File: src/include/trap_trace_settings.svh
`ifndef TRAP_TRACE_SETTINGS_SVH
`define TRAP_TRACE_SETTINGS_SVH

// Datapath widths of the trace port
`define TRAP_TRACE_PC_W        32
`define TRAP_TRACE_ORDER_W     16
`define TRAP_TRACE_CAUSE_W     6
`define TRAP_TRACE_IRQ_ID_W    5
`define TRAP_TRACE_DBG_CAUSE_W 3

// Debug entry causes as reported on rvfi_dbg where zero means no debug entry
`define TRAP_TRACE_DBG_HALTREQ 3'h3
`define TRAP_TRACE_DBG_STEP    3'h4

`endif

File: src/trap_trace_pkg.sv
`default_nettype none

`include "trap_trace_settings.svh"

package trap_trace_pkg;

  //////////////////////////////////////////////////////////////////////
  // Trace annotation types
  //////////////////////////////////////////////////////////////////////

  // Debug entry cause that stays zero when the instruction follows no debug entry
  typedef logic [`TRAP_TRACE_DBG_CAUSE_W-1:0] dbg_cause_t;

  // Trap information of the retiring instruction itself
  // The exception cause is reported on its own port next to this struct
  typedef struct packed {
    logic       exception;
    logic       debug;
    dbg_cause_t debug_cause;
  } trap_t;

  // Marks the first instruction retired after a trap was taken
  // Interrupt tells an asynchronous entry apart from a synchronous one
  typedef struct packed {
    logic                          intr;
    logic                          interrupt;
    logic [`TRAP_TRACE_CAUSE_W-1:0] cause;
  } intr_t;

  //////////////////////////////////////////////////////////////////////
  // Pipeline and controller types
  //////////////////////////////////////////////////////////////////////

  // Contents of one trace pipeline stage
  typedef struct packed {
    logic                          valid;
    logic [`TRAP_TRACE_PC_W-1:0]    pc;
    logic                          exc;
    logic [`TRAP_TRACE_CAUSE_W-1:0] exc_cause;
    logic                          dret;
  } stage_item_t;

  // Controller mode is either normal execution or halted in debug mode
  typedef enum logic {
    CTRL_RUN   = 1'b0,
    CTRL_DEBUG = 1'b1
  } ctrl_state_e;

endpackage

`default_nettype wire

File: src/trace_stage_if.sv
`default_nettype none

// Carries the WB stage and the retire decisions between the pipeline,
// the controller and the retire formatter
interface trace_stage_if;

  trap_trace_pkg::stage_item_t wb_item;
  logic                        retire;
  logic                        step_trap;
  logic                        flush_all;
  logic                        flush_young;

  // The pipeline owns the WB contents and obeys both flushes
  modport pipe (output wb_item, input flush_all, input flush_young);

  // The controller looks at WB and decides what happens to it
  modport ctrl (input wb_item, output retire, output step_trap, output flush_all,
                output flush_young);

  // The retire formatter only observes
  modport rvfi (input wb_item, input retire, input step_trap, input flush_all,
                input flush_young);

endinterface

`default_nettype wire

File: src/trace_ctrl_fsm.sv
`default_nettype none

`include "trap_trace_settings.svh"

module trace_ctrl_fsm (
  input  logic                            clk_i,
  input  logic                            rst_ni,
  input  logic                            irq_i,
  input  logic [`TRAP_TRACE_IRQ_ID_W-1:0] irq_id_i,
  input  logic                            dbg_req_i,
  input  logic                            step_i,
  trace_stage_if.ctrl                     stage,
  output logic                            irq_ack_o,
  output logic                            dbg_ack_o,
  output logic                            debug_mode_o,
  output trap_trace_pkg::intr_t           pend_intr_o,
  output trap_trace_pkg::dbg_cause_t      pend_dbg_o
);

  trap_trace_pkg::ctrl_state_e state_q;
  trap_trace_pkg::ctrl_state_e state_d;
  trap_trace_pkg::intr_t       pend_intr_q;
  trap_trace_pkg::intr_t       pend_intr_d;
  trap_trace_pkg::dbg_cause_t  pend_dbg_q;
  trap_trace_pkg::dbg_cause_t  pend_dbg_d;

  logic in_run;
  logic exc_ret;
  logic step_ret;
  logic trap_win;
  logic dbg_take;
  logic irq_take;
  logic retire;

  //////////////////////////////////////////////////////////////////////
  // Event arbitration
  //////////////////////////////////////////////////////////////////////

  assign in_run = (state_q == trap_trace_pkg::CTRL_RUN);

  // An exception or a single step retiring from WB has the highest priority
  // Stepping only applies while running and debug mode executes freely
  assign exc_ret  = stage.wb_item.valid & stage.wb_item.exc;
  assign step_ret = stage.wb_item.valid & step_i & in_run;
  assign trap_win = exc_ret | step_ret;

  // Halt requests beat interrupts, and both wait while a trap retires
  // A loser simply tries again next cycle as long as its level is held
  assign dbg_take = dbg_req_i & in_run & ~trap_win;
  assign irq_take = irq_i & in_run & ~trap_win & ~dbg_req_i;

  // Taking an interrupt or a halt kills everything in flight including WB
  assign retire = stage.wb_item.valid & ~(dbg_take | irq_take);

  assign stage.retire      = retire;
  assign stage.step_trap   = step_ret;
  assign stage.flush_all   = dbg_take | irq_take;
  assign stage.flush_young = trap_win;

  assign irq_ack_o    = irq_take;
  assign dbg_ack_o    = dbg_take;
  assign debug_mode_o = ~in_run;
  assign pend_intr_o  = pend_intr_q;
  assign pend_dbg_o   = pend_dbg_q;

  //////////////////////////////////////////////////////////////////////
  // Next state and pending annotations
  //////////////////////////////////////////////////////////////////////

  always_comb begin
    state_d     = state_q;
    pend_intr_d = pend_intr_q;
    pend_dbg_d  = pend_dbg_q;

    // A retirement carries the annotations out, so they are used up here
    if (retire) begin
      pend_intr_d = '0;
      pend_dbg_d  = '0;
    end

    // The handler's first instruction reports the exception cause
    if (exc_ret) begin
      pend_intr_d.intr      = 1'b1;
      pend_intr_d.interrupt = 1'b0;
      pend_intr_d.cause     = stage.wb_item.exc_cause;
    end

    if (irq_take) begin
      pend_intr_d.intr      = 1'b1;
      pend_intr_d.interrupt = 1'b1;
      pend_intr_d.cause     = `TRAP_TRACE_CAUSE_W'(irq_id_i);
    end

    // Step and halt both drop the core into debug mode
    if (step_ret) begin
      pend_dbg_d = `TRAP_TRACE_DBG_STEP;
      state_d    = trap_trace_pkg::CTRL_DEBUG;
    end else if (dbg_take) begin
      pend_dbg_d = `TRAP_TRACE_DBG_HALTREQ;
      state_d    = trap_trace_pkg::CTRL_DEBUG;
    end

    // Leaving debug mode happens when dret itself retires
    if (!in_run && retire && stage.wb_item.dret) begin
      state_d = trap_trace_pkg::CTRL_RUN;
    end
  end

  always_ff @(posedge clk_i or negedge rst_ni) begin
    if (!rst_ni) begin
      state_q     <= trap_trace_pkg::CTRL_RUN;
      pend_intr_q <= '0;
      pend_dbg_q  <= '0;
    end else begin
      state_q     <= state_d;
      pend_intr_q <= pend_intr_d;
      pend_dbg_q  <= pend_dbg_d;
    end
  end

endmodule

`default_nettype wire

File: src/trace_pipe.sv
`default_nettype none

`include "trap_trace_settings.svh"

module trace_pipe (
  input  logic                           clk_i,
  input  logic                           rst_ni,
  input  logic                           instr_valid_i,
  input  logic [`TRAP_TRACE_PC_W-1:0]    instr_pc_i,
  input  logic                           instr_exc_i,
  input  logic [`TRAP_TRACE_CAUSE_W-1:0] instr_exc_cause_i,
  input  logic                           instr_dret_i,
  trace_stage_if.pipe                    stage
);

  trap_trace_pkg::stage_item_t in_item;
  trap_trace_pkg::stage_item_t if_q;
  trap_trace_pkg::stage_item_t id_q;
  trap_trace_pkg::stage_item_t wb_q;

  logic if_valid_q;
  logic id_valid_q;
  logic wb_valid_q;
  logic flush;

  // Both flushes empty the whole pipe at the edge
  // With flush_young the WB instruction still retires while flush_all kills it
  assign flush = stage.flush_all | stage.flush_young;

  always_comb begin
    in_item.valid     = instr_valid_i;
    in_item.pc        = instr_pc_i;
    in_item.exc       = instr_exc_i;
    in_item.exc_cause = instr_exc_cause_i;
    in_item.dret      = instr_dret_i;
  end

  //////////////////////////////////////////////////////////////////////
  // Stage valids
  //////////////////////////////////////////////////////////////////////

  always_ff @(posedge clk_i or negedge rst_ni) begin
    if (!rst_ni) begin
      if_valid_q <= 1'b0;
      id_valid_q <= 1'b0;
      wb_valid_q <= 1'b0;
    end else if (flush) begin
      if_valid_q <= 1'b0;
      id_valid_q <= 1'b0;
      wb_valid_q <= 1'b0;
    end else begin
      if_valid_q <= instr_valid_i;
      id_valid_q <= if_valid_q;
      wb_valid_q <= id_valid_q;
    end
  end

  //////////////////////////////////////////////////////////////////////
  // Stage payload
  //////////////////////////////////////////////////////////////////////

  // No stalls, so the payload shifts every cycle and the valids qualify it
  always_ff @(posedge clk_i) begin
    if_q <= in_item;
    id_q <= if_q;
    wb_q <= id_q;
  end

  always_comb begin
    stage.wb_item       = wb_q;
    stage.wb_item.valid = wb_valid_q;
  end

endmodule

`default_nettype wire

File: src/retire_counter.sv
`default_nettype none

module retire_counter #(
  parameter int unsigned WIDTH = 16
) (
  input  logic             clk_i,
  input  logic             rst_ni,
  input  logic             inc_i,
  output logic [WIDTH-1:0] count_o
);

  logic [WIDTH-1:0] count_q;

  // Counts retirements, wrapping back to zero after the all ones value
  always_ff @(posedge clk_i or negedge rst_ni) begin
    if (!rst_ni) begin
      count_q <= '0;
    end else if (inc_i) begin
      count_q <= count_q + WIDTH'(1);
    end
  end

  // The value before the increment numbers the instruction retiring now
  assign count_o = count_q;

endmodule

`default_nettype wire

File: src/trace_retire.sv
`default_nettype none

`include "trap_trace_settings.svh"

module trace_retire (
  input  logic                            clk_i,
  input  logic                            rst_ni,
  trace_stage_if.rvfi                     stage,
  input  trap_trace_pkg::intr_t           pend_intr_i,
  input  trap_trace_pkg::dbg_cause_t      pend_dbg_i,
  input  logic                            debug_mode_i,
  input  logic [`TRAP_TRACE_ORDER_W-1:0]  order_i,
  output logic                            rvfi_valid_o,
  output logic [`TRAP_TRACE_PC_W-1:0]     rvfi_pc_o,
  output logic [`TRAP_TRACE_ORDER_W-1:0]  rvfi_order_o,
  output trap_trace_pkg::trap_t           rvfi_trap_o,
  output logic [`TRAP_TRACE_CAUSE_W-1:0]  rvfi_exc_cause_o,
  output trap_trace_pkg::intr_t           rvfi_intr_o,
  output trap_trace_pkg::dbg_cause_t      rvfi_dbg_o,
  output logic                            rvfi_dbg_mode_o
);

  trap_trace_pkg::trap_t          trap_d;
  logic [`TRAP_TRACE_CAUSE_W-1:0] exc_cause_d;

  // A step trap on an excepting instruction sets both trap bits
  // and still names single step as the debug cause
  always_comb begin
    trap_d.exception   = stage.wb_item.exc;
    trap_d.debug       = stage.step_trap;
    trap_d.debug_cause = stage.step_trap ? `TRAP_TRACE_DBG_STEP : '0;
    exc_cause_d        = stage.wb_item.exc ? stage.wb_item.exc_cause : '0;
  end

  // Outputs hold their last retirement between valid cycles
  // A flushed WB instruction never reaches this point since retire is low
  always_ff @(posedge clk_i or negedge rst_ni) begin
    if (!rst_ni) begin
      rvfi_valid_o     <= 1'b0;
      rvfi_pc_o        <= '0;
      rvfi_order_o     <= '0;
      rvfi_trap_o      <= '0;
      rvfi_exc_cause_o <= '0;
      rvfi_intr_o      <= '0;
      rvfi_dbg_o       <= '0;
      rvfi_dbg_mode_o  <= 1'b0;
    end else begin
      rvfi_valid_o <= stage.retire;
      if (stage.retire) begin
        rvfi_pc_o        <= stage.wb_item.pc;
        rvfi_order_o     <= order_i;
        rvfi_trap_o      <= trap_d;
        rvfi_exc_cause_o <= exc_cause_d;
        // Annotations describe what happened before this instruction
        rvfi_intr_o      <= pend_intr_i;
        rvfi_dbg_o       <= pend_dbg_i;
        rvfi_dbg_mode_o  <= debug_mode_i;
      end
    end
  end

endmodule

`default_nettype wire

File: src/trap_trace_top.sv
`default_nettype none

`include "trap_trace_settings.svh"

module trap_trace_top (
  input  logic                            clk_i,
  input  logic                            rst_ni,
  input  logic                            instr_valid_i,
  input  logic [`TRAP_TRACE_PC_W-1:0]     instr_pc_i,
  input  logic                            instr_exc_i,
  input  logic [`TRAP_TRACE_CAUSE_W-1:0]  instr_exc_cause_i,
  input  logic                            instr_dret_i,
  input  logic                            irq_i,
  input  logic [`TRAP_TRACE_IRQ_ID_W-1:0] irq_id_i,
  input  logic                            dbg_req_i,
  input  logic                            step_i,
  output logic                            irq_ack_o,
  output logic                            dbg_ack_o,
  output logic                            rvfi_valid_o,
  output logic [`TRAP_TRACE_PC_W-1:0]     rvfi_pc_o,
  output logic [`TRAP_TRACE_ORDER_W-1:0]  rvfi_order_o,
  output trap_trace_pkg::trap_t           rvfi_trap_o,
  output logic [`TRAP_TRACE_CAUSE_W-1:0]  rvfi_exc_cause_o,
  output trap_trace_pkg::intr_t           rvfi_intr_o,
  output trap_trace_pkg::dbg_cause_t      rvfi_dbg_o,
  output logic                            rvfi_dbg_mode_o,
  output logic                            debug_mode_o
);

  trap_trace_pkg::intr_t          pend_intr;
  trap_trace_pkg::dbg_cause_t     pend_dbg;
  logic [`TRAP_TRACE_ORDER_W-1:0] order;

  trace_stage_if stage_if ();

  //////////////////////////////////////////////////////////////////////
  // Pipeline, controller and retire port
  //////////////////////////////////////////////////////////////////////

  trace_pipe u_pipe (
    .clk_i             (clk_i),
    .rst_ni            (rst_ni),
    .instr_valid_i     (instr_valid_i),
    .instr_pc_i        (instr_pc_i),
    .instr_exc_i       (instr_exc_i),
    .instr_exc_cause_i (instr_exc_cause_i),
    .instr_dret_i      (instr_dret_i),
    .stage             (stage_if.pipe)
  );

  trace_ctrl_fsm u_ctrl (
    .clk_i        (clk_i),
    .rst_ni       (rst_ni),
    .irq_i        (irq_i),
    .irq_id_i     (irq_id_i),
    .dbg_req_i    (dbg_req_i),
    .step_i       (step_i),
    .stage        (stage_if.ctrl),
    .irq_ack_o    (irq_ack_o),
    .dbg_ack_o    (dbg_ack_o),
    .debug_mode_o (debug_mode_o),
    .pend_intr_o  (pend_intr),
    .pend_dbg_o   (pend_dbg)
  );

  // Every retirement takes the next order number
  retire_counter #(
    .WIDTH (`TRAP_TRACE_ORDER_W)
  ) u_order (
    .clk_i   (clk_i),
    .rst_ni  (rst_ni),
    .inc_i   (stage_if.retire),
    .count_o (order)
  );

  trace_retire u_retire (
    .clk_i            (clk_i),
    .rst_ni           (rst_ni),
    .stage            (stage_if.rvfi),
    .pend_intr_i      (pend_intr),
    .pend_dbg_i       (pend_dbg),
    .debug_mode_i     (debug_mode_o),
    .order_i          (order),
    .rvfi_valid_o     (rvfi_valid_o),
    .rvfi_pc_o        (rvfi_pc_o),
    .rvfi_order_o     (rvfi_order_o),
    .rvfi_trap_o      (rvfi_trap_o),
    .rvfi_exc_cause_o (rvfi_exc_cause_o),
    .rvfi_intr_o      (rvfi_intr_o),
    .rvfi_dbg_o       (rvfi_dbg_o),
    .rvfi_dbg_mode_o  (rvfi_dbg_mode_o)
  );

endmodule

`default_nettype wire

File: config.mk
export PLATFORM = sky130hd
export DESIGN_NAME = trap_trace_top
export DESIGN_NICKNAME = d
export VERILOG_FILES = /design/src/trap_trace_pkg.sv /design/src/trace_stage_if.sv /design/src/trace_ctrl_fsm.sv /design/src/trace_pipe.sv /design/src/retire_counter.sv /design/src/trace_retire.sv /design/src/trap_trace_top.sv
export VERILOG_INCLUDE_DIRS = /design/src /design/src/include
export SDC_FILE = /design/constraint.sdc
export NUM_CORES = 1
export LEC_CHECK = 0
export BUFFER_PORTS_ARGS = -buffer_cell sky130_fd_sc_hd__buf_2
export CORE_MARGIN = 1
export CORE_UTILIZATION = 44
export CTS_CLUSTER_DIAMETER = 80
export DETAILED_ROUTE_END_ITERATION = 7
export PLACE_DENSITY = 0.76
export SETUP_SLACK_MARGIN = 0.3
export SYNTH_ARGS = -nofsm -noshare
export SYNTH_HDL_FRONTEND = slang
export SYNTH_SLANG_ARGS = --single-unit
export TNS_END_PERCENT = 100
File: constraint.sdc
create_clock -name clk_i -period 2.2 [get_ports clk_i]
set_input_delay 0.55 -clock clk_i [delete_from_list [all_inputs] [get_ports clk_i]]
set_output_delay 0.55 -clock clk_i [all_outputs]
set_load 0.01 [all_outputs]
== Yosys cells after proc, flatten, opt, wreduce, memory -nomap -nowiden ==
Cells that the tools add are included.

* Register bits: 223
* Bits of input ports: 51
* Output and inout port bits: 75
* Word-level logic and storage cells: 69

* Add/sub/neg operators: 1
* Muxes and demuxes: 14
* Bitwise operators: 16
* Reductions and logical operators: 5

{| class="wikitable"
|+ Operator list
! cell !! number
|-
| $mux W8 || 3
|-
| $add A16 B1 Y16 const B || 1
|-
| $mux W3 || 4
|-
| $and A1 B1 Y1 || 9
|-
| $reduce_bool A3 Y1 || 3
|-
| $mux W1 || 6
|-
| $mux W6 || 1
|-
| $not A1 Y1 || 4
|-
| $or A1 B1 Y1 || 3
|-
| $logic_and A1 B1 Y1 || 2
|}

== Longest topological paths before layout ==
Gate-level depths: netlist (run 1).

* Depth after elaboration: 12
* Mapped depth: 8
* Mapped depth without buffers: 5

== Hierarchy ==
A second synthesis (run 1) with hierarchy kept.

* Cells, all modules: 404
* Area total of the unflattened synthesis: 6595.1 um^2

{| class="wikitable"
|+ By module, submodules not included
! module !! instances !! cells an instance !! area each (um^2) !! sequential area each (um^2)
|-
| trace_retire || 1 || 161 || 2791.4 || 1726.7
|-
| trace_pipe || 1 || 127 || 2507.4 || 2477.4
|-
| retire_counter || 1 || 56 || 695.7 || 400.4
|-
| trace_ctrl_fsm || 1 || 60 || 600.6 || 275.3
|}

== Least setup slack after synthesis (run 1) ==
Ideal clock, no wire load.

* Kind: in2out
* Start: input port step_i
* End: output port irq_ack_o
* Data arrival time: 1.213 ns
* Required time: 1.650 ns
* Path slack: 0.437 ns
* Stages on the path: 2
* Path buffers: 0
* Path through: o21ai_0 -> nor4b_4

* Cells in the longest elaborated chain, start to end: 6

{| class="wikitable"
|+ RTL lines
! what !! RTL line !! RTL
|-
| start, declared || trap_trace_top.sv:16 || <nowiki>input logic step_i,</nowiki>
|-
| $and A1 B1 Y1 (2 in a row) || trace_ctrl_fsm.sv:44 || <nowiki>assign step_ret = stage.wb_item.valid & step_i & in_run;</nowiki>
|-
| $or A1 B1 Y1 || trace_ctrl_fsm.sv:45 || <nowiki>assign trap_win = exc_ret | step_ret;</nowiki>
|-
| $not A1 Y1 || trace_ctrl_fsm.sv:50 || <nowiki>assign irq_take = irq_i & in_run & ~trap_win & ~dbg_req_i;</nowiki>
|-
| $and A1 B1 Y1 (2 in a row) || trace_ctrl_fsm.sv:50 ||
|-
| end, declared || trap_trace_top.sv:17 || <nowiki>output logic irq_ack_o,</nowiki>
|}

No other way between the ends.

== Final worst setup path (run 1) ==
* Start: register u_ctrl.state_q, in the netlist u_ctrl.debug_mode_o
* End: output port irq_ack_o

* Cells in the longest elaborated chain, start to end: 6
* Elaborated cells between the ends (all ways): 7
* Classes of those cells: bitwise (7)

{| class="wikitable"
|+ RTL lines
! what !! RTL line !! RTL
|-
| start, declared || trace_ctrl_fsm.sv:20 || <nowiki>trap_trace_pkg::ctrl_state_e state_q;</nowiki>
|-
| start signal, assigned || trace_ctrl_fsm.sv:111 || <nowiki>state_q <= trap_trace_pkg::CTRL_RUN;</nowiki>
|-
| start signal, assigned || trace_ctrl_fsm.sv:115 || <nowiki>state_q <= state_d;</nowiki>
|-
| $not A1 Y1 (*) || trace_ctrl_fsm.sv:39 || <nowiki>assign in_run = (state_q == trap_trace_pkg::CTRL_RUN);</nowiki>
|-
| $and A1 B1 Y1 || trace_ctrl_fsm.sv:44 ||
|-
| $or A1 B1 Y1 || trace_ctrl_fsm.sv:45 ||
|-
| $not A1 Y1 || trace_ctrl_fsm.sv:50 ||
|-
| $and A1 B1 Y1 (*) (2 in a row) || trace_ctrl_fsm.sv:50 ||
|}

Mark *: on every way between the ends. The rest lies on a longest branch, timed or not.

==> impl_metrics.yaml, run 1 <==
setup_path:
  r2r_worst_path_depth: 7
  category_of_the_worst_setup_path_launch_point: "register"
  cp.required_ns: 1.65
  timing.critical_path.fanout_max: 5
  regToRegStartpoint: "u_ctrl.debug_mode_o$_DFFE_PN0P_"
  worst_path_max_delay_cell: "dfrtp_1"
  setup_slack_of_the_worst_register_to_register_path_ns: 0.38
  cp_slowest_stage_delay_ns: 0.39
  critPathArrivalTime_ns: 1.43
  worst_path_dominant_cell_family: "flip-flops"
  critical_path.reg2reg.endpoint: "u_retire.rvfi_pc_o[24]$_DFFE_PN0P_"
  crit_path_cell_trace: "buf_6, nor4b_4, buf_2"
  worst_setup_path_end_kind: "output port"
  timing_worst_setup_path_type: "reg2out"
  critical_path.n_buffers_inverters: 2
floorplan:
  dieWidth_um: 122
  die-area_um2: 14800
  dieHeight_um: 122
  placementRows: 43
  count_of_boundary_i_o_pins: 126
  initial_core_util_pct: 45.2
  core_area_um2: 13900
layout:
  layout_commonest_cell: "nand2_1"
  syn2layout_area_growth_pct: 26.8
  layout.filler_cells: 1112
  insertedDiodeCount: 0
  seqCellArea_um2: 4860
  final_area_um2: 7990
  layout-drive-gt1-share_pct: 27.5
  mostFrequentLayoutCells: "nand2_1 (186), buf_2 (121), dfxtp_1 (119), dfrtp_1 (98), clkbuf_16 (24)"
  multi_input_area_um2: 1330
  layout.nets: 705
placement:
  place_hpwl_um: 7200
  buffer_ports.inserted: 123
  place_congestion: 0.792
  placement_cell_area_um2: 7130
timing:
  fin_hold_viols: 0
  setup_violations: 0
  tightestPinTransition_ns: 0.520
  finalCritPeriodShare_pct: 90.1
  fin_setup_tns_ns: 0
  fin_worst_hold_slack_ns: 0.109
  fin_crit_ns: 1.98
  max_clock_freq_mhz: 505
  max_slew_margin_pct: 65.3
  post_route_skew_ns: 0.0154
  final-max-slew-violation-count: 0
  rsz0062_at_grt: "yes"
global_route:
  initial_antenna_violation_count: 0
  global_route.usage.total_pct: 15.9
  maximum_number_of_pins_on_one_net_before_global_route_repair: 99
  globalRoute.totalOverflow: 0
  grt_first_pass_wirelength_um: 18600
  grt_pass1_vias: 3851
drt:
  route.antenna.remaining_nets: 0
  first_drt_pass_iteration_count: 4
  drc_errors: 0
  finalWirelength_um: 11400
  vias: 3790
  avgViaCountPerCell: 4.46
  detailedRoute.firstIterationViolations: 178
  route.detailed.wl_per_inst_um: 13.4
pwr:
  combinationalPowerShare_pct: 21.3
  irDropWorstVdd_mv: 0.917
  p_sw_w: 0.00338
  static-leakage-power_nw: 4.15
  p_per_area_nw_per_um2: 1440
  power_report.internal_total_w: 0.00813
  sw_frac_of_total_pct: 29.3
  sequentialPowerShare_pct: 44.9
  share_clk_of_total_power_pct: 33.8
logic_synthesis:
  netlist_instances: 512
  synth-compound-area-share_pct: 3.34
  synth_simple_gate_area_share_pct: 14.9
  main_combinational_cell_family_by_area_after_synthesis: "simple AND/OR/NAND/NOR gates"
  synth_area_in_xor_xnor_pct: 2.08
  netlist_area_um2: 6300
  portion_of_the_post_synthesis_area_used_by_sequential_elements_pct: 77.0
  synth.ff_latch_count: 218
  synthMuxAreaShare_pct: 0
  adder_cell_fraction_of_synth_area_pct: 0.199
  netlist-cell-type-count: 38
  synth_area_per_cell_um2: 12.3
  synthesis.yosys.warnings: 0
run_status:
  status: "finished, final reports clean"
clock_network:
  numClockSinks: 218
  clock_latency_ns: 0.50
  cts_hold_buffers: 0
  worst_setup_hold_path_clk_slew_ns: 0.06
  clock_tree_from_tritoncts: "built"
  root_buffer: "clkbuf_16"
  number_of_buffers_created_by_cts: 22
  cts_buffer_depth: 3
  cts_max_level: 1
min_path:
  timing.hold.worst.class: "in2async"
job:
  timing.max_cap.violations: 0
-- worst reg2reg max path, delay by kind of cell (launching register included) --
| kind | cells | cell delay [ns] |
|---|---|---|
| AND/OR/NAND/NOR | 3 | 0.53 |
| buffers and inverters | 3 | 0.65 |
| AO/OA/AOI/OAI | 1 | 0.21 |
| flip-flops | 1 | 0.39 |
-- cells in the mapped netlist, drive strengths merged --
| cell | number | area [µm²] |
|---|---|---|
| nand2 | 186 | 698 |
| dfxtp | 120 | 2400 |
| dfrtp | 98 | 2450 |
| buf | 19 | 120 |
| xnor2 | 10 | 87.6 |
| nor2 | 9 | 33.8 |
| and3 | 8 | 50.1 |
| a21o | 7 | 52.6 |
| inv | 6 | 22.5 |
| a221o | 5 | 50.1 |
| o21ai | 5 | 28.8 |
| xor2 | 5 | 43.8 |
| a22o | 4 | 35.0 |
| nand4 | 4 | 25.0 |
| nor3 | 4 | 31.3 |
| nand3 | 3 | 15.0 |
| and4 | 2 | 17.5 |
| clkbuf | 2 | 7.51 |
| a211o | 1 | 8.76 |
| a21oi | 1 | 5.00 |
| and2 | 1 | 6.26 |
| conb | 1 | 3.75 |
| ha | 1 | 12.5 |
| nand2b | 1 | 6.26 |
| nand3b | 1 | 7.51 |
| nor2b | 1 | 6.26 |
| nor3b | 1 | 7.51 |
| nor4b | 1 | 23.8 |
| o2111ai | 1 | 8.76 |
| o21a | 1 | 7.51 |
| o21bai | 1 | 7.51 |
| o22ai | 1 | 6.26 |
| or3 | 1 | 11.3 |
-- worst max-delay path by stage --
| stage | from | endpoint | depth (start not counted) |
|---|---|---|---|
| 6_report | u_ctrl.debug_mode_o$_DFFE_PN0P_ | irq_ack_o | 3 |
| 5_1_grt | u_ctrl.debug_mode_o$_DFFE_PN0P_ | irq_ack_o | 3 |
| 3_5_place_dp | step_i | u_retire.rvfi_intr_o[2]$_DFFE_PN0P_ | 7 |
| 3_3_place_gp | step_i | u_retire.rvfi_exc_cause_o[2]$_DFFE_PN0P_ | 6 |
| 2_1_floorplan | step_i | irq_ack_o | 2 |
| 4_1_cts | u_ctrl.debug_mode_o$_DFFE_PN0P_ | irq_ack_o | 3 |
-- routing by layer --
| layer | GRT usage [%] | share of wire [%] | up-vias |
|---|---|---|---|
| li1 | - | - | 1902 |
| met1 | 20.7 | 44 | 1760 |
| met2 | 26.6 | 48 | 100 |
| met3 | 3.46 | 4.7 | 28 |
| met4 | 5.25 | 2.6 | 0 |
| met5 | 0 | 0 | - |
-- area by class of cell --
| cell class | count | area share, % |
|---|---|---|
| multi-input combinational | 268 | 16.6 |
| clock inverter | 13 | 2.10 |
| timing repair buffer | 137 | 9.64 |
| sequential | 218 | 60.8 |
| inverter | 6 | 0.282 |
| tap | 180 | 2.82 |
| clock buffer | 27 | 7.78 |
-- stage by stage --
stage	util, %	setup WS, ns	power, W	instances
2_1_floorplan	-	0.437	0.00663	513
3_5_place_dp	51.2	0.234	0.00766	804
3_3_place_gp	51.2	0.284	0.00754	804
4_1_cts	57.2	0.202	0.0116	847
5_1_grt	57.3	0.169	0.0122	849
6_report	57.3	0.218	0.0115	849
-- power groups by stage --
stage	clock network [W]	registers, W	logic (W)
after floorplan	0	0.00539	0.00125
after global placement	0	0.00521	0.00233
after detailed placement	0	0.00523	0.00243
after CTS	0.00397	0.00517	0.00247
after global routing	0.00415	0.00524	0.00276
final	0.00388	0.00516	0.00246
-- logic make-up after synthesis --
kind of cell / count (synthesis)
adder cells (fa/ha/maj): 1
AND/OR/NAND/NOR: 223
other: 1
XOR/XNOR: 15
flip-flops: 218
AO/OA/AOI/OAI: 27
buffers and inverters: 27
-- state kept, by name (all words and copies together) (netlist names), 6 cells and up --
name and cells:
u_ctrl.pend_intr_o 8, u_order.count_o 16, u_pipe.id_q 40, u_pipe.if_q 40, u_pipe.stage.wb_item 40, u_retire.rvfi_exc_cause_o 6
u_retire.rvfi_intr_o 8, u_retire.rvfi_order_o 16, u_retire.rvfi_pc_o 32
-- repair_timing --
item | 4_1_cts | 5_1_grt
setup endpoints to repair | 2 | 3
pin swaps | 1 | 1
gates resized for setup | 6 | 2
buffers inserted | 3 | 2
No activity file was read; power rests on OpenSTA's default activity.
==> run 2: changes to the inputs <==
CORE_UTILIZATION = 30   (was 44)
PLACE_DENSITY = 0.59   (was 0.76)
==> run 2 against run 1 <==
First-iteration DRC count down 24%. Worst setup slack worse by 0.030 ns. Register-to-register slack better by 0.09 ns. Via count up 0.16%. Clock power down 2%. Fmax down 1.5%. Sequential cell count unchanged. Critical path type unchanged. Largest cell class unchanged. Largest power group unchanged.
==> impl_metrics.yaml, run 2 (synthesis gave the netlist of run 1 again) <==
setup_path:
  category_of_the_worst_setup_path_launch_point: "register"
  crit_path_start: "u_ctrl.debug_mode_o$_DFFE_PN0P_"
  critical_path.reg2reg.endpoint: "u_retire.rvfi_pc_o[6]$_DFFE_PN0P_"
  critPathArrivalTime_ns: 1.46
  worst_setup_path_end_kind: "output port"
  timing.critical_path.fanout_max: 4
  regToRegStartpoint: "u_ctrl.debug_mode_o$_DFFE_PN0P_"
  timing_worst_setup_path_type: "reg2out"
  r2r_worst_path_depth: 6
  cp.required_ns: 1.65
  setup_slack_of_the_worst_register_to_register_path_ns: 0.47
global_route:
  maximum_number_of_pins_on_one_net_before_global_route_repair: 99
  globalRoute.totalOverflow: 0
  initial_antenna_violation_count: 1
  grt_first_pass_wirelength_um: 19100
  global_route.usage.total_pct: 10.9
  grt_pass1_vias: 3838
pwr:
  p_per_area_nw_per_um2: 1410
  static-leakage-power_nw: 4.11
  p_sw_w: 0.00345
  sw_frac_of_total_pct: 30.3
  combinationalPowerShare_pct: 21.4
  share_clk_of_total_power_pct: 33.4
  total_power_w: 0.0114
  irDropWorstVdd_mv: 0.946
  sequentialPowerShare_pct: 45.2
  power_report.internal_total_w: 0.00793
clock_network:
  numClockSinks: 218
  worst_setup_hold_path_clk_slew_ns: 0.06
  cts_max_level: 1
  clock_latency_ns: 0.51
  clock_tree_from_tritoncts: "built"
  cts_buffer_depth: 3
  number_of_buffers_created_by_cts: 24
  root_buffer: "clkbuf_16"
placement:
  buffer_ports.inserted: 123
  place.detailed.instances: 894
  placement_cell_area_um2: 7250
  place_congestion: 0.713
  place_hpwl_um: 7040
timing:
  setup_violations: 0
  max_clock_freq_mhz: 497
  max_slew_margin_pct: 64.1
  post_route_skew_ns: 0.00896
  tightestPinTransition_ns: 0.539
  fin_crit_ns: 2.01
  final-max-slew-violation-count: 0
  finalCritPeriodShare_pct: 91.5
  fin_hold_viols: 0
  fin_setup_tns_ns: 0
  rsz0062_at_grt: "yes"
layout:
  layout.filler_cells: 1979
  instances_no_fill: 941
  layout.nets: 704
  mostFrequentLayoutCells: "nand2_1 (186), buf_2 (121), dfxtp_1 (120), dfrtp_1 (98), clkbuf_16 (24)"
  layout_commonest_cell: "nand2_1"
  final_area_um2: 8060
  syn2layout_area_growth_pct: 28.0
  fin_util_pct: 39.5
  layout-drive-gt1-share_pct: 27.2
drt:
  first_drt_pass_iteration_count: 6
  route.antenna.remaining_nets: 0
  drc_errors: 0
  vias: 3796
  detailedRoute.firstIterationViolations: 136
  route.detailed.wl_per_inst_um: 12.2
  finalWirelength_um: 11500
  avgViaCountPerCell: 4.03
job:
  timing.max_cap.violations: 0
min_path:
  timing.hold.worst.class: "in2async"
floorplan:
  die-area_um2: 21600
  count_of_boundary_i_o_pins: 126
  dieHeight_um: 147
  dieWidth_um: 147
  placementRows: 52
  initial_core_util_pct: 30.8
  core_area_um2: 20400
run_status:
  status: "finished, final reports clean"
run 2: cell types whose count changed in the layout (fill, tap and decap cells not counted), sizes merged:
cell / previous run / this run
buf: 137 / 134
bufinv: 3 / 0
clkbuf: 27 / 32
clkinv: 9 / 5
clkinvlp: 1 / 5
diode: 0 / 1
inv: 6 / 8
run 2: worst max-delay path by stage:
stage / end / slack (ns) / depth (start not counted)
floorplan: irq_ack_o / 0.44 / 2
global placement: u_retire.rvfi_pc_o[10]$_DFFE_PN0P_ / 0.22 / 7
detailed placement: u_retire.rvfi_pc_o[8]$_DFFE_PN0P_ / 0.19 / 7
CTS: irq_ack_o / 0.14 / 3
global route: irq_ack_o / 0.08 / 3
finish: irq_ack_o / 0.19 / 3
run 2: power by group through the flow:
stage          clock network (W)  registers [W]  logic (W)
6_report                 0.00380        0.00515    0.00243
5_1_grt                  0.00410        0.00525    0.00276
4_1_cts                  0.00394        0.00516    0.00250
3_5_place_dp                   0        0.00522    0.00245
3_3_place_gp                   0        0.00523    0.00239
2_1_floorplan                  0        0.00539    0.00125
run 2: critical path, stage by stage, from the launching register on:
cell and delay [ns]:
dfrtp_1 0.39, buf_6 0.13, nor4b_4 0.25, buf_2 0.18
run 2: layer usage:
layer / global-route usage [%] / vias to the layer above / wire length, µm
met5: 0 / - / 0
li1: - / 1903 / -
met4: 4.38 / 0 / 331
met2: 17.9 / 100 / 5310
met3: 3.07 / 29 / 737
met1: 13.7 / 1764 / 5150
run 2: stage by stage:
stage / setup WS [ns] / hold slack, ns
2_1_floorplan: 0.437 / 0.254
3_3_place_gp: 0.224 / 0.310
3_5_place_dp: 0.186 / 0.312
4_1_cts: 0.135 / 0.105
5_1_grt: 0.0795 / 0.109
6_report: 0.188 / 0.102
run 2: final cells by class:
class                   instances  area, µm²  area share (%)
diodes                          1       2.50          0.0310
clock buffers                  32        681            8.44
clock inverters                12       98.8            1.23
inverters                       6       22.5           0.279
multi-input cells             268       1320            16.4
flip-flops and latches        218       4850            60.2
well taps                     270        338            4.19
repair buffers                134        748            9.28
run 2: repair_timing:
action,in CTS,in global routing
hold buffers,0,0
setup endpoints to repair,2,3
gates cloned,0,0
gates resized for setup,4,1
pin swaps,1,0
setup buffers,2,0
==> run 3: changes to the inputs <==
clock period = 2.1 ns   (was 2.2 ns; I/O delays follow)
==> run 3 against run 2 <==
Global-route usage rose by 0.33 points. Combinational power rose by 35%. Critical path type unchanged. Final cell count rose by 2.0%. Highest routed layer unchanged.
==> impl_metrics.yaml, run 3 (synthesis gave the netlist of run 1 again) <==
min_path:
  hold_startpoint: "instr_pc_i[13]"
  timing.hold.worst.class: "in2reg"
  worst_hold_path.endpoint: "u_pipe.if_q[21]$_DFF_P_"
  timing.hold.worst_path_depth: 1
drt:
  first_drt_pass_iteration_count: 4
  drc_errors: 0
  vias: 3906
  route.detailed.wl_per_inst_um: 13.6
  route.antenna.remaining_nets: 0
  detailedRoute.firstIterationViolations: 76
  avgViaCountPerCell: 4.07
  finalWirelength_um: 13100
floorplan:
  die-area_um2: 21600
  core_area_um2: 20400
  count_of_boundary_i_o_pins: 126
  dieWidth_um: 147
  dieHeight_um: 147
  initial_core_util_pct: 30.8
  placementRows: 52
timing:
  fin_hold_viols: 0
  rsz0062_at_grt: "yes"
  final-max-slew-violation-count: 0
  setup_violations: 0
  fin_setup_tns_ns: 0
  fin_worst_hold_slack_ns: 0.116
  fin_crit_ns: 2.06
  max_clock_freq_mhz: 486
  finalCritPeriodShare_pct: 97.9
  fin_ws_ns: 0.0443
  post_route_skew_ns: 0.0161
clock_network:
  number_of_buffers_created_by_cts: 23
  clock_tree_from_tritoncts: "built"
  root_buffer: "clkbuf_16"
  cts_buffer_depth: 3
  clock_latency_ns: 0.51
  worst_setup_hold_path_clk_slew_ns: 0.06
  cts_max_level: 1
  numClockSinks: 218
layout:
  mostFrequentLayoutCells: "nand2_1 (186), buf_2 (121), dfxtp_1 (120), dfrtp_1 (97), clkbuf_16 (31)"
  layout-drive-gt1-share_pct: 29.6
  layout_commonest_cell: "nand2_1"
  instances_no_fill: 960
  syn2layout_area_growth_pct: 33.6
  layout.nets: 724
setup_path:
  critPathArrivalTime_ns: 1.53
  cp.required_ns: 1.57
  worst_path_dominant_cell_family: "flip-flops"
  cp_slowest_stage_delay_ns: 0.39
  worst_setup_path_end_kind: "output port"
  crit_path_cell_trace: "buf_6, nor4b_4, buf_2"
  critical_path_cell_count: 3
  timing_worst_setup_path_type: "reg2out"
  timing.critical_path.fanout_max: 3
  r2r_worst_path_depth: 7
  setup_slack_of_the_worst_register_to_register_path_ns: 0.37
  category_of_the_worst_setup_path_launch_point: "register"
  critical_path.n_buffers_inverters: 2
  crit_path_start: "u_ctrl.debug_mode_o$_DFFE_PN0P_"
  regToRegStartpoint: "u_ctrl.debug_mode_o$_DFFE_PN0P_"
  worst_path_max_delay_cell: "dfrtp_1"
  critical_path.reg2reg.endpoint: "u_retire.rvfi_exc_cause_o[5]$_DFFE_PN0P_"
placement:
  place_congestion: 0.769
  preCtsSetupSlack_ns: 0.0792
  place_hpwl_um: 7360
  place.detailed.instances: 894
  buffer_ports.inserted: 123
run_status:
  status: "finished, final reports clean"
global_route:
  global_route.usage.total_pct: 11.3
  grt_pass1_vias: 3859
  grt_first_pass_wirelength_um: 19500
  maximum_number_of_pins_on_one_net_before_global_route_repair: 75
  globalRoute.totalOverflow: 0
  initial_antenna_violation_count: 1
pwr:
  irDropWorstVdd_mv: 0.749
  static-leakage-power_nw: 4.31
  p_per_area_nw_per_um2: 1520
job:
  timing.max_cap.violations: 0
[run 3: cell types whose count changed in the layout (fill, tap and decap cells not counted), sizes merged]
cell / before / now
buf: 134 / 150
dlygate4sd3: 0 / 1
clkinvlp: 5 / 0
clkinv: 5 / 6
clkbuf: 32 / 38
[run 3: worst max path at each step]
| stage | end | slack [ns] |
|---|---|---|
| floorplan | u_ctrl.pend_intr_o[0]$_DFFE_PN0P_ | 0.37 |
| global placement | u_order.count_o[6]$_DFFE_PN0P_ | 0.11 |
| detailed placement | u_order.count_o[3]$_DFFE_PN0P_ | 0.08 |
| CTS | irq_ack_o | 0.03 |
| global route | irq_ack_o | -0.01 |
| finish | irq_ack_o | 0.04 |
[run 3: repair_timing]
item	4_1_cts	5_1_grt
pin swaps	1	4
hold buffers	1	0
gates cloned	0	6
resized for setup	7	18
setup endpoints to repair	3	60
setup buffers	6	10
endpoints found under the hold margin	9	0
[run 3: area by class of cell]
class / instances / area [µm²]
Clock inverter: 8 / 47.5
Antenna cell: 1 / 2.50
Fill cell: 1933 / 12000
Tap cell: 270 / 338
Clock buffer: 34 / 752
Multi-Input combinational cell: 268 / 1330
Sequential cell: 218 / 4860
Timing Repair Buffer: 155 / 1070
Inverter: 6 / 25.0
[run 3: per-layer routing]
layer | GRT usage, % | wire length [µm]
met3 | 3.07 | 768
met2 | 17.9 | 6010
met4 | 4.38 | 318
met5 | 0 | 0
met1 | 14.6 | 5970
[run 3: per-stage QoR]
| step | total power [W] | cell area (µm²) | util [%] |
|---|---|---|---|
| final | 0.0128 | 8420 | 41.2 |
| after floorplan | 0.00695 | 6310 | - |
| after global placement | 0.00796 | 7250 | 35.5 |
| after global routing | 0.0136 | 8420 | 41.2 |
| after detailed placement | 0.00801 | 7250 | 35.5 |
| after CTS | 0.0123 | 8120 | 39.8 |
[run 3: where the power goes]
| group | leakage [nW] | internal [W] | switching, W | total [W] |
|---|---|---|---|---|
| clock network | 0.404 | 0.00249 | 0.00161 | 0.00410 |
| registers | 2.27 | 0.00496 | 0.000448 | 0.00541 |
| logic | 1.63 | 0.00151 | 0.00176 | 0.00327 |
| total | 4.31 | 0.00896 | 0.00382 | 0.0128 |
